`src/verilog/lockstep_params.svh`:
```
// *************************************************
// Lockstep wrapper parameters
// Hart count, bus widths and APB register offsets
// *************************************************

`ifndef LOCKSTEP_PARAMS_SVH
`define LOCKSTEP_PARAMS_SVH

`define LS_NHARTS     3
`define LS_ADDR_W     32
`define LS_DATA_W     32
`define LS_APB_AW     4
`define LS_REG_MODE   4'h0
`define LS_REG_STATUS 4'h4
`define LS_REG_IRQ_EN 4'h8

`endif

```
`src/verilog/lockstep_pkg.sv`:
```
// *************************************************
// Lockstep wrapper types
// Bus request and response structs, mode encodings
// *************************************************

`default_nettype none

`include "lockstep_params.svh"

package lockstep_pkg;

    // Instruction fetch request, 33 bits
    typedef struct packed {
        logic                  req;
        logic [`LS_ADDR_W-1:0] addr;
    } instr_req_t;

    // Data request, 70 bits
    typedef struct packed {
        logic                  req;
        logic                  we;
        logic [3:0]            be;
        logic [`LS_ADDR_W-1:0] addr;
        logic [`LS_DATA_W-1:0] wdata;
    } data_req_t;

    // Shared response for both buses
    typedef struct packed {
        logic                  gnt;
        logic                  rvalid;
        logic [`LS_DATA_W-1:0] rdata;
    } bus_resp_t;

    // Code 3 falls back to independent
    typedef enum logic [1:0] {
        MODE_INDEP = 2'd0,
        MODE_TMR   = 2'd1,
        MODE_DMR   = 2'd2
    } mode_e;

    // Code 3 falls back to PAIR_01
    typedef enum logic [1:0] {
        PAIR_01 = 2'd0,
        PAIR_12 = 2'd1,
        PAIR_02 = 2'd2
    } pair_e;

endpackage

`default_nettype wire

```
`src/verilog/lockstep_bus_mux.sv`:
```
// *************************************************
// Lockstep bus router
// Steers hart requests to memory ports and memory
// responses back to harts per mode
// *************************************************

`timescale 1ns/1ps
`default_nettype none

`include "lockstep_params.svh"

module lockstep_bus_mux (
    input  wire logic                                    tmr_en_i,
    input  wire logic                                    dmr_en_i,
    input  wire logic [1:0]                              master_i,
    input  wire lockstep_pkg::pair_e                     pair_i,
    input  wire lockstep_pkg::instr_req_t [`LS_NHARTS-1:0] core_instr_req_i,
    input  wire lockstep_pkg::data_req_t  [`LS_NHARTS-1:0] core_data_req_i,
    input  wire lockstep_pkg::instr_req_t                voted_instr_i,
    input  wire lockstep_pkg::data_req_t                 voted_data_i,
    input  wire lockstep_pkg::instr_req_t                cmp_instr_i,
    input  wire lockstep_pkg::data_req_t                 cmp_data_i,
    input  wire lockstep_pkg::bus_resp_t  [`LS_NHARTS-1:0] mem_instr_resp_i,
    input  wire lockstep_pkg::bus_resp_t  [`LS_NHARTS-1:0] mem_data_resp_i,
    output lockstep_pkg::instr_req_t                     pair_instr_a_o,
    output lockstep_pkg::instr_req_t                     pair_instr_b_o,
    output lockstep_pkg::data_req_t                      pair_data_a_o,
    output lockstep_pkg::data_req_t                      pair_data_b_o,
    output lockstep_pkg::instr_req_t      [`LS_NHARTS-1:0] mem_instr_req_o,
    output lockstep_pkg::data_req_t       [`LS_NHARTS-1:0] mem_data_req_o,
    output lockstep_pkg::bus_resp_t       [`LS_NHARTS-1:0] core_instr_resp_o,
    output lockstep_pkg::bus_resp_t       [`LS_NHARTS-1:0] core_data_resp_o
);
    import lockstep_pkg::*;

    logic [1:0] pair_a_idx;
    logic [1:0] pair_b_idx;
    logic [1:0] third_idx;

    // Pair members and the hart left over
    always_comb begin
        case (pair_i)
            PAIR_12: begin
                pair_a_idx = 2'd1;
                pair_b_idx = 2'd2;
                third_idx  = 2'd0;
            end
            PAIR_02: begin
                pair_a_idx = 2'd0;
                pair_b_idx = 2'd2;
                third_idx  = 2'd1;
            end
            default: begin
                pair_a_idx = 2'd0;
                pair_b_idx = 2'd1;
                third_idx  = 2'd2;
            end
        endcase
    end

    assign pair_instr_a_o = core_instr_req_i[pair_a_idx];
    assign pair_instr_b_o = core_instr_req_i[pair_b_idx];
    assign pair_data_a_o  = core_data_req_i[pair_a_idx];
    assign pair_data_b_o  = core_data_req_i[pair_b_idx];

    always_comb begin
        mem_instr_req_o   = '0;
        mem_data_req_o    = '0;
        core_instr_resp_o = mem_instr_resp_i;
        core_data_resp_o  = mem_data_resp_i;
        if (tmr_en_i) begin
            mem_instr_req_o[master_i] = voted_instr_i;
            mem_data_req_o[master_i]  = voted_data_i;
            // All harts see the master port
            for (int k = 0; k < `LS_NHARTS; k++) begin
                core_instr_resp_o[k] = mem_instr_resp_i[master_i];
                core_data_resp_o[k]  = mem_data_resp_i[master_i];
            end
        end else if (dmr_en_i) begin
            mem_instr_req_o[0] = cmp_instr_i;
            mem_data_req_o[0]  = cmp_data_i;
            mem_instr_req_o[1] = core_instr_req_i[third_idx];
            mem_data_req_o[1]  = core_data_req_i[third_idx];
            for (int k = 0; k < `LS_NHARTS; k++) begin
                core_instr_resp_o[k] = mem_instr_resp_i[0];
                core_data_resp_o[k]  = mem_data_resp_i[0];
            end
            // Third hart runs alone on port 1
            core_instr_resp_o[third_idx] = mem_instr_resp_i[1];
            core_data_resp_o[third_idx]  = mem_data_resp_i[1];
        end else begin
            mem_instr_req_o = core_instr_req_i;
            mem_data_req_o  = core_data_req_i;
        end
    end

    // Mode decode in the register block keeps these exclusive
    a_one_mode: assert final (!(tmr_en_i && dmr_en_i))
        else $error("TMR and DMR enabled together");

endmodule

`default_nettype wire

```
`src/verilog/lockstep_comparator.sv`:
```
// *************************************************
// Two-way request comparator
// Forwards the first request, flags any mismatch
// *************************************************

`timescale 1ns/1ps
`default_nettype none

module lockstep_comparator #(
    parameter type payload_t = logic
) (
    input  wire logic     enable_i,
    input  wire payload_t a_i,
    input  wire payload_t b_i,
    output payload_t      cmp_o,
    output logic          error_o
);

    logic mismatch;

    assign mismatch = (a_i != b_i);

    // First hart of the pair drives the bus
    assign cmp_o   = a_i;
    assign error_o = enable_i & mismatch;

    // Without a flagged mismatch the forwarded request matches both harts
    a_agree: assert final (!enable_i || error_o || (cmp_o == b_i))
        else $error("Forwarded request differs from the second hart");

endmodule

`default_nettype wire

```
`src/verilog/lockstep_csr.sv`:
```
// *************************************************
// Lockstep register block
// APB access to mode, sticky error status and the
// interrupt enable, plus the error interrupt
// *************************************************

`timescale 1ns/1ps
`default_nettype none

`include "lockstep_params.svh"

module lockstep_csr (
    input  wire logic                   clk_i,
    input  wire logic                   rst_ni,
    input  wire logic [`LS_APB_AW-1:0]  paddr_i,
    input  wire logic                   psel_i,
    input  wire logic                   penable_i,
    input  wire logic                   pwrite_i,
    input  wire logic [`LS_DATA_W-1:0]  pwdata_i,
    output logic      [`LS_DATA_W-1:0]  prdata_o,
    output logic                        pready_o,
    output logic                        pslverr_o,
    input  wire logic                   tmr_error_i,
    input  wire logic                   dmr_error_i,
    input  wire logic [2:0]             error_id_i,
    output logic                        tmr_en_o,
    output logic                        dmr_en_o,
    output logic      [1:0]             master_o,
    output lockstep_pkg::pair_e         pair_o,
    output logic                        interrupt_o
);
    import lockstep_pkg::*;

    logic       access;
    logic       addr_hit;
    logic       mode_wr;
    logic       status_wr;
    logic       irq_en_wr;

    // Raw MODE fields, read back exactly as written
    logic [1:0] mode_q;
    logic [1:0] master_q;
    logic [1:0] pair_q;

    logic       tmr_err_q;
    logic       dmr_err_q;
    logic [2:0] err_id_q;
    logic [1:0] irq_en_q;

    assign access    = psel_i & penable_i;
    assign addr_hit  = (paddr_i == `LS_REG_MODE) || (paddr_i == `LS_REG_STATUS) ||
                       (paddr_i == `LS_REG_IRQ_EN);
    assign mode_wr   = access & pwrite_i & (paddr_i == `LS_REG_MODE);
    assign status_wr = access & pwrite_i & (paddr_i == `LS_REG_STATUS);
    assign irq_en_wr = access & pwrite_i & (paddr_i == `LS_REG_IRQ_EN);

    // No wait states
    assign pready_o  = 1'b1;
    assign pslverr_o = access & ~addr_hit;

    always_ff @(posedge clk_i or negedge rst_ni) begin
        if (!rst_ni) begin
            mode_q   <= MODE_INDEP;
            master_q <= 2'd0;
            pair_q   <= PAIR_01;
            irq_en_q <= 2'b00;
        end else begin
            if (mode_wr) begin
                mode_q   <= pwdata_i[1:0];
                master_q <= pwdata_i[3:2];
                pair_q   <= pwdata_i[5:4];
            end
            if (irq_en_wr) begin
                irq_en_q <= pwdata_i[1:0];
            end
        end
    end

    // Sticky errors, a live error wins over write-one-to-clear
    always_ff @(posedge clk_i or negedge rst_ni) begin
        if (!rst_ni) begin
            tmr_err_q <= 1'b0;
            dmr_err_q <= 1'b0;
            err_id_q  <= 3'b000;
        end else begin
            if (tmr_error_i) begin
                tmr_err_q <= 1'b1;
                err_id_q  <= error_id_i;
            end else if (status_wr) begin
                tmr_err_q <= tmr_err_q & ~pwdata_i[0];
                err_id_q  <= err_id_q & ~pwdata_i[4:2];
            end
            if (dmr_error_i) begin
                dmr_err_q <= 1'b1;
            end else if (status_wr && pwdata_i[1]) begin
                dmr_err_q <= 1'b0;
            end
        end
    end

    always_comb begin
        prdata_o = '0;
        case (paddr_i)
            `LS_REG_MODE:   prdata_o[5:0] = {pair_q, master_q, mode_q};
            `LS_REG_STATUS: prdata_o[4:0] = {err_id_q, dmr_err_q, tmr_err_q};
            `LS_REG_IRQ_EN: prdata_o[1:0] = irq_en_q;
            default:        prdata_o      = '0;
        endcase
    end

    // Mode decode, code 3 routes as independent
    assign tmr_en_o = (mode_q == MODE_TMR);
    assign dmr_en_o = (mode_q == MODE_DMR);

    // Out-of-range master routes to port 0
    assign master_o = (master_q > 2'd2) ? 2'd0 : master_q;
    assign pair_o   = (pair_q == 2'd3) ? PAIR_01 : pair_e'(pair_q);

    assign interrupt_o = |({dmr_err_q, tmr_err_q} & irq_en_q);

    // Error flags only come from the checker of the active mode
    a_err_mode: assert property (@(posedge clk_i) disable iff (!rst_ni)
        (!tmr_error_i || tmr_en_o) && (!dmr_error_i || dmr_en_o))
        else $error("Error flag raised outside its mode");

endmodule

`default_nettype wire

```
`src/verilog/lockstep_voter.sv`:
```
// *************************************************
// Three-way majority voter
// Votes one request payload and flags the outlier
// *************************************************

`timescale 1ns/1ps
`default_nettype none

module lockstep_voter #(
    parameter type payload_t = logic
) (
    input  wire logic           enable_i,
    input  wire payload_t [2:0] req_i,
    output payload_t            voted_o,
    output logic                error_o,
    output logic      [2:0]     error_id_o
);

    logic eq_01;
    logic eq_12;
    logic eq_02;

    assign eq_01 = (req_i[0] == req_i[1]);
    assign eq_12 = (req_i[1] == req_i[2]);
    assign eq_02 = (req_i[0] == req_i[2]);

    always_comb begin
        // Hart 0 agrees with someone, or nobody agrees
        if (eq_01 || eq_02) begin
            voted_o = req_i[0];
        end else if (eq_12) begin
            voted_o = req_i[1];
        end else begin
            voted_o = req_i[0];
        end
    end

    always_comb begin
        if (eq_01 && eq_12) begin
            error_id_o = 3'b000;
        end else if (eq_01) begin
            error_id_o = 3'b100;
        end else if (eq_02) begin
            error_id_o = 3'b010;
        end else if (eq_12) begin
            error_id_o = 3'b001;
        end else begin
            error_id_o = 3'b111;
        end
    end

    assign error_o = enable_i & (|error_id_o);

    // Unless all three differ, the vote agrees with at least two harts
    a_majority: assert final ((error_id_o == 3'b111) ||
        ((voted_o == req_i[0]) && ((voted_o == req_i[1]) || (voted_o == req_i[2]))) ||
        ((voted_o == req_i[1]) && (voted_o == req_i[2])))
        else $error("Voted request lacks a majority");

endmodule

`default_nettype wire

```
`src/verilog/safe_lockstep_top.sv`:
```
// *************************************************
// Lockstep bus wrapper for three harts
// Register block, voters, comparators and routing
// *************************************************

`timescale 1ns/1ps
`default_nettype none

`include "lockstep_params.svh"

module safe_lockstep_top (
    input  wire logic                                    clk_i,
    input  wire logic                                    rst_ni,
    input  wire logic [`LS_APB_AW-1:0]                   paddr_i,
    input  wire logic                                    psel_i,
    input  wire logic                                    penable_i,
    input  wire logic                                    pwrite_i,
    input  wire logic [`LS_DATA_W-1:0]                   pwdata_i,
    output logic      [`LS_DATA_W-1:0]                   prdata_o,
    output logic                                         pready_o,
    output logic                                         pslverr_o,
    input  wire lockstep_pkg::instr_req_t [`LS_NHARTS-1:0] core_instr_req_i,
    input  wire lockstep_pkg::data_req_t  [`LS_NHARTS-1:0] core_data_req_i,
    output lockstep_pkg::bus_resp_t       [`LS_NHARTS-1:0] core_instr_resp_o,
    output lockstep_pkg::bus_resp_t       [`LS_NHARTS-1:0] core_data_resp_o,
    output lockstep_pkg::instr_req_t      [`LS_NHARTS-1:0] mem_instr_req_o,
    output lockstep_pkg::data_req_t       [`LS_NHARTS-1:0] mem_data_req_o,
    input  wire lockstep_pkg::bus_resp_t  [`LS_NHARTS-1:0] mem_instr_resp_i,
    input  wire lockstep_pkg::bus_resp_t  [`LS_NHARTS-1:0] mem_data_resp_i,
    output logic                                         interrupt_o
);
    import lockstep_pkg::*;

    logic       tmr_en;
    logic       dmr_en;
    logic [1:0] master;
    pair_e      pair;

    instr_req_t voted_instr;
    data_req_t  voted_data;
    logic       instr_vote_err;
    logic       data_vote_err;
    logic [2:0] instr_err_id;
    logic [2:0] data_err_id;

    instr_req_t pair_instr_a;
    instr_req_t pair_instr_b;
    data_req_t  pair_data_a;
    data_req_t  pair_data_b;
    instr_req_t cmp_instr;
    data_req_t  cmp_data;
    logic       instr_cmp_err;
    logic       data_cmp_err;

    lockstep_csr i_csr (
        .clk_i       (clk_i),
        .rst_ni      (rst_ni),
        .paddr_i     (paddr_i),
        .psel_i      (psel_i),
        .penable_i   (penable_i),
        .pwrite_i    (pwrite_i),
        .pwdata_i    (pwdata_i),
        .prdata_o    (prdata_o),
        .pready_o    (pready_o),
        .pslverr_o   (pslverr_o),
        .tmr_error_i (instr_vote_err | data_vote_err),
        .dmr_error_i (instr_cmp_err | data_cmp_err),
        .error_id_i  (instr_err_id | data_err_id),
        .tmr_en_o    (tmr_en),
        .dmr_en_o    (dmr_en),
        .master_o    (master),
        .pair_o      (pair),
        .interrupt_o (interrupt_o)
    );

    lockstep_voter #(.payload_t(instr_req_t)) i_instr_voter (
        .enable_i   (tmr_en),
        .req_i      (core_instr_req_i),
        .voted_o    (voted_instr),
        .error_o    (instr_vote_err),
        .error_id_o (instr_err_id)
    );

    lockstep_voter #(.payload_t(data_req_t)) i_data_voter (
        .enable_i   (tmr_en),
        .req_i      (core_data_req_i),
        .voted_o    (voted_data),
        .error_o    (data_vote_err),
        .error_id_o (data_err_id)
    );

    lockstep_comparator #(.payload_t(instr_req_t)) i_instr_cmp (
        .enable_i (dmr_en),
        .a_i      (pair_instr_a),
        .b_i      (pair_instr_b),
        .cmp_o    (cmp_instr),
        .error_o  (instr_cmp_err)
    );

    lockstep_comparator #(.payload_t(data_req_t)) i_data_cmp (
        .enable_i (dmr_en),
        .a_i      (pair_data_a),
        .b_i      (pair_data_b),
        .cmp_o    (cmp_data),
        .error_o  (data_cmp_err)
    );

    lockstep_bus_mux i_bus_mux (
        .tmr_en_i          (tmr_en),
        .dmr_en_i          (dmr_en),
        .master_i          (master),
        .pair_i            (pair),
        .core_instr_req_i  (core_instr_req_i),
        .core_data_req_i   (core_data_req_i),
        .voted_instr_i     (voted_instr),
        .voted_data_i      (voted_data),
        .cmp_instr_i       (cmp_instr),
        .cmp_data_i        (cmp_data),
        .mem_instr_resp_i  (mem_instr_resp_i),
        .mem_data_resp_i   (mem_data_resp_i),
        .pair_instr_a_o    (pair_instr_a),
        .pair_instr_b_o    (pair_instr_b),
        .pair_data_a_o     (pair_data_a),
        .pair_data_b_o     (pair_data_b),
        .mem_instr_req_o   (mem_instr_req_o),
        .mem_data_req_o    (mem_data_req_o),
        .core_instr_resp_o (core_instr_resp_o),
        .core_data_resp_o  (core_data_resp_o)
    );

endmodule

`default_nettype wire
```
`config.mk`:
```
export PLATFORM = sky130hd
export DESIGN_NAME = safe_lockstep_top
export DESIGN_NICKNAME = d
export VERILOG_FILES = /design/src/verilog/lockstep_pkg.sv /design/src/verilog/lockstep_bus_mux.sv /design/src/verilog/lockstep_comparator.sv /design/src/verilog/lockstep_csr.sv /design/src/verilog/lockstep_voter.sv /design/src/verilog/safe_lockstep_top.sv
export VERILOG_INCLUDE_DIRS = /design/src /design/src/verilog
export SDC_FILE = /design/constraint.sdc
export NUM_CORES = 1
export LEC_CHECK = 0
export BUFFER_PORTS_ARGS = -buffer_cell sky130_fd_sc_hd__clkbuf_2
export CAP_MARGIN = 30
export CORE_AREA = 2 2 424 426
export CTS_CLUSTER_SIZE = 12
export DETAILED_ROUTE_END_ITERATION = 6
export DIE_AREA = 0 0 426 428
export PLACE_DENSITY = 0.3
export SLEW_MARGIN = 20
export SYNTH_ARGS = -nofsm -noshare
export SYNTH_HDL_FRONTEND = slang
export SYNTH_HIERARCHICAL = 1
export SYNTH_SLANG_ARGS = --single-unit
```
`constraint.sdc`:
```
create_clock -name clk_i -period 7.4 [get_ports clk_i]
set_clock_uncertainty 0.15 [all_clocks]
set_input_delay 1.11 -clock clk_i [delete_from_list [all_inputs] [get_ports clk_i]]
set_output_delay 1.11 -clock clk_i [all_outputs]
set_load 0.005 [all_outputs]
```
# == Yosys cells after proc, flatten, opt, wreduce, memory -nomap -nowiden ==
# Index checks and enable logic that the tools add are counted.
# totals
inputBits,554
memories,0
output_inout_bits,548
elab_cells,126
regBits,13
ram_bits,0
latch_bits,0
rom_bits,0
# op_classes
bitwise_logic,21
mul,0
eq_ne,15
shifts,0
n_reduce_logical,16
n_div,0
n_addsub,0
mux,60
magnitude_cmp,7
# op_table
cell,count
two-way mux 70 bit,7
binary-select mux 70 bit (select 2 bit),3
two-way mux 102 bit,4
two-way mux 33 bit,7
AND 210 bit,1
== test 70 bit,3
two-way mux 210 bit,1
bitwise mux 102 bit,2
binary-select mux 33 bit (select 2 bit),3
demux 70 bit (select 2 bit),1
two-way mux 140 bit,1
binary-select mux 34 bit (select 2 bit),2
two-way mux 34 bit,3
AND 99 bit,1
== test 33 bit,3
two-way mux 99 bit,1
!= test 70 bit,1
demux 34 bit (select 2 bit),1
demux 33 bit (select 2 bit),1
two-way mux 66 bit,1
!= test 33 bit,1
two-way mux 3 bit,10
AND 1 bit,11
less-than comparator 2 x 3 -> 1 bit (second input constant),3
other kinds (24),47

# == Logic depth before layout (Yosys ltp) ==
# depth
word_depth,11
ltp_mapped,14
depth_no_buf,11

# == By module ==
# The synthesis kept the hierarchy.
# by_module_without_submodules
module,cells_per_inst,area_each_um2,instances,seq_area_each_um2
lockstep_bus_mux,2251,15154.5,1,0.0
lockstep_voter (i_data_voter),365,3239.4,1,0.0
lockstep_voter (i_instr_voter),177,1682.9,1,0.0
lockstep_comparator (i_data_cmp),164,1288.7,1,0.0
lockstep_csr,95,980.9,1,325.3
lockstep_comparator (i_instr_cmp),78,610.6,1,0.0
safe_lockstep_top,5,31.3,1,0.0

# == Least setup slack after synthesis ==
# No wires, ideal clock.
# synth_timing
path_type,input-to-output
from,input core_data_req_i[175] (netlist name)
to,output mem_data_req_o[137] (netlist name)
arrival_ns,2.961
n_path_buf,1
required_time_ns,6.140
setup_slack_ns,3.179
stages,8
path_cell_list,xor2_1 > nor4_1 > nand4_1 > nor4_4 > nand3_4 > buf_6 > mux2_4 > a22o_1
# synth_lines
item,line_no,rtl
from (decl),safe_lockstep_top.sv:23,"input wire lockstep_pkg::data_req_t [`LS_NHARTS-1:0] core_data_req_i,"
to (decl),safe_lockstep_top.sv:27,"output lockstep_pkg::data_req_t [`LS_NHARTS-1:0] mem_data_req_o,"

==> flow_summary.json <==
{
  "cts_hold_buf": 0,
  "vias_per_cell": 4.455,
  "area_delta_synth_final_pct": 28.62,
  "dieArea_um2": 182300,
  "via_count": 27790,
  "powerDensity_nw_per_um2": 150.3,
  "hold_viol": 0,
  "die_w_um": 426,
  "finalPower_mw": 4.443,
  "die_h_um": 428,
  "cts_root_buffer": "clkbuf_16",
  "worstMarginPinSlew_ns": 1.045,
  "max_slew_margin": 0.2972,
  "final_common_cell": "clkbuf_2",
  "port_buffers": 1048,
  "ys_ff_latch": 13,
  "wl_mm": 181.6,
  "syn_area_per_cell_um2": 7.333,
  "post-route-min-period_ns": 6.163,
  "first_global_vias": 26830,
  "coreArea_um2": 177600,
  "ir_drop_uv": 64.81,
  "crit_fanout": 13,
  "rsz0062_at_grt": "false",
  "clk_transition_reported_paths_ns": 0.05,
  "synthFlopType": "dfrtp_1",
  "track_usage": 0.1872,
  "route.detailed.drc": 0,
  "wl_per_cell_um": 29.10,
  "maxCapViolations": 0,
  "timing.fmax_mhz": 162.2,
  "pin_count": 1102,
  "synth-edff-count": 0,
  "tns_ns": 0,
  "grt_max_degree": 171,
  "hold_class": "reg -> reg",
  "cts_buffers": 3,
  "worst-setup-path-type": "in -> out",
  "start_util": 0.1294,
  "firstDrtPassIters": 5,
  "cts_resized": 0,
  "cts.sinks": 13,
  "status": "finished, final reports clean",
  "antenna_found_initial": 39,
  "reg2reg_slack_ns": 2.24,
  "synth.yosys.seq_area_share": 0.01415,
  "num-nets-final": 4424,
  "gr-total-overflow": 0,
  "drt_iter0_markers": 2218,
  "whs_path_depth": 1,
  "yosysWarnings": 6,
  "setup-violations-final": 0,
  "synth_area_um2": 22990,
  "period_share": 0.8329,
  "leakagePower_nw": 13.04,
  "ant_nets": 0,
  "async_flop_share": 1.000,
  "hpwl_mm": 146.3,
  "slew_violations": 0,
  "gp_congestion": 0.9151,
  "mostFrequentLayoutCells": "clkbuf_2 (1,048), mux2i_1 (379), nor2_1 (313)",
  "cp_data_required_time_ns": 6.14,
  "tritoncts": "done",
  "h-tree-depth": 1,
  "syn_inst": 3135,
  "rr_worst_depth": 12,
  "clk_latency_ns": 0.25,
  "synth_cell_types": 52,
  "worst_setup_path_end_kind": "output port",
  "cts_setup_buffers": 0,
  "clock_path_buffers": 2,
  "grt_pass1_wl_mm": 241.4,
  "cp-start-kind": "primary input",
  "arrival_ns": 4.90,
  "drive_above_1_share": 0.3745,
  "rows": 155
}
[state kept, by name, summed over array words and instances (netlist names)]
register,cells
i_csr/dmr_err_q,1
i_csr/irq_en_q,2
i_csr/err_id_q,3
i_csr/master_q,2
i_csr/mode_q,2
i_csr/pair_q,2
i_csr/tmr_err_q,1
[where the power goes]
| part | leakage [nW] | switching, mW | internal (mW) |
|---|---|---|---|
| clock network | 0.0383 | 0.0341 | 0.0731 |
| logic | 12.8 | 2.66 | 1.57 |
| registers | 0.158 | 0.0118 | 0.0847 |
[worst max-delay path: stages]
cell and delay (ns):
clkbuf_2 0.18, xor2_1 0.25, nor4_1 0.70, nand4_1 0.20, nor4_1 0.59, nand3_1 0.26, nand3_4 0.29, buf_4 0.33
mux2_2 0.40, nand2_1 0.06, o21ai_0 0.26, clkbuf_2 0.24
[synth_stat cells (68+ instances only)]
cell type	number	area, um^2
a21boi_0	102	765.7
o2bb2ai_1	68	595.6
o21ai_0	259	1296
nand2_1	244	915.9
nor4_1	74	462.9
clkbuf_1	91	341.6
mux2i_1	379	3794
nor2_1	314	1179
xnor2_1	135	1182
xor2_1	277	2426
a22o_1	209	1831
buf_2	90	450.4
mux2_2	273	3074
buf_4	175	1314
o21ai_1	217	1086
[path summary, 6_finish.rpt]
kind / startpoint / end
worst min register to register: i_csr/tmr_err_q / i_csr/tmr_err_q
min in group asynchronous: rst_ni / i_csr/irq_en_q[0]
worst min-delay path: i_csr/tmr_err_q / i_csr/tmr_err_q
worst max register to register: i_csr/pair_q[0] / i_csr/dmr_err_q
max in group asynchronous: rst_ni / i_csr/err_id_q[1]
worst max-delay path: core_data_req_i[20] / mem_data_req_o[22]
[cells by family after synthesis]
| family | synth area share |
|---|---|
| AOI/OAI and AO/OA | 0.2490 |
| and+or+nand+nor | 0.1417 |
| muxes | 0.3275 |
| xor gates and xnor gates | 0.1570 |
| buffers and inverters | 0.1087 |
| DFF | 0.01415 |
| adders and majority gates | 0.001633 |
| other | 0.0003267 |
[through the flow]
step	utilization	std cells	hold slack, ns	cell area [um^2]	worst slack (ns)
after floorplan	-	3160	0.3225	23080	3.179
after global placement	0.1656	6215	0.3652	29410	1.355
after detailed placement	0.1657	6217	0.3668	29440	1.371
after CTS	0.1662	6221	0.3771	29520	1.360
after global routing	0.1664	6237	0.3906	29560	1.247
final	0.1664	6239	0.3726	29570	1.237
[area by class of cell]
class / instances / area [um^2]
Clock buffer: 4 / 78.83
Tap cell: 2355 / 2947
Timing Repair Buffer: 1098 / 5791
Inverter: 5 / 18.77
Multi-Input combinational cell: 2746 / 20360
Fill cell: 20730 / 148100
Antenna cell: 18 / 45.04
Sequential cell: 13 / 325.3
[layer usage]
layer / global-route usage / routed length (um) / share of wire / vias to the layer above
met5: 0 / 51 / 0.00028 / -
met4: 0.05190 / 5113 / 0.028 / 8
met3: 0.02801 / 9954 / 0.055 / 141
met2: 0.3257 / 89150 / 0.49 / 1068
met1: 0.2370 / 77310 / 0.43 / 13890
li1: - / - / - / 12690
(Power assumes the default switching activity.)
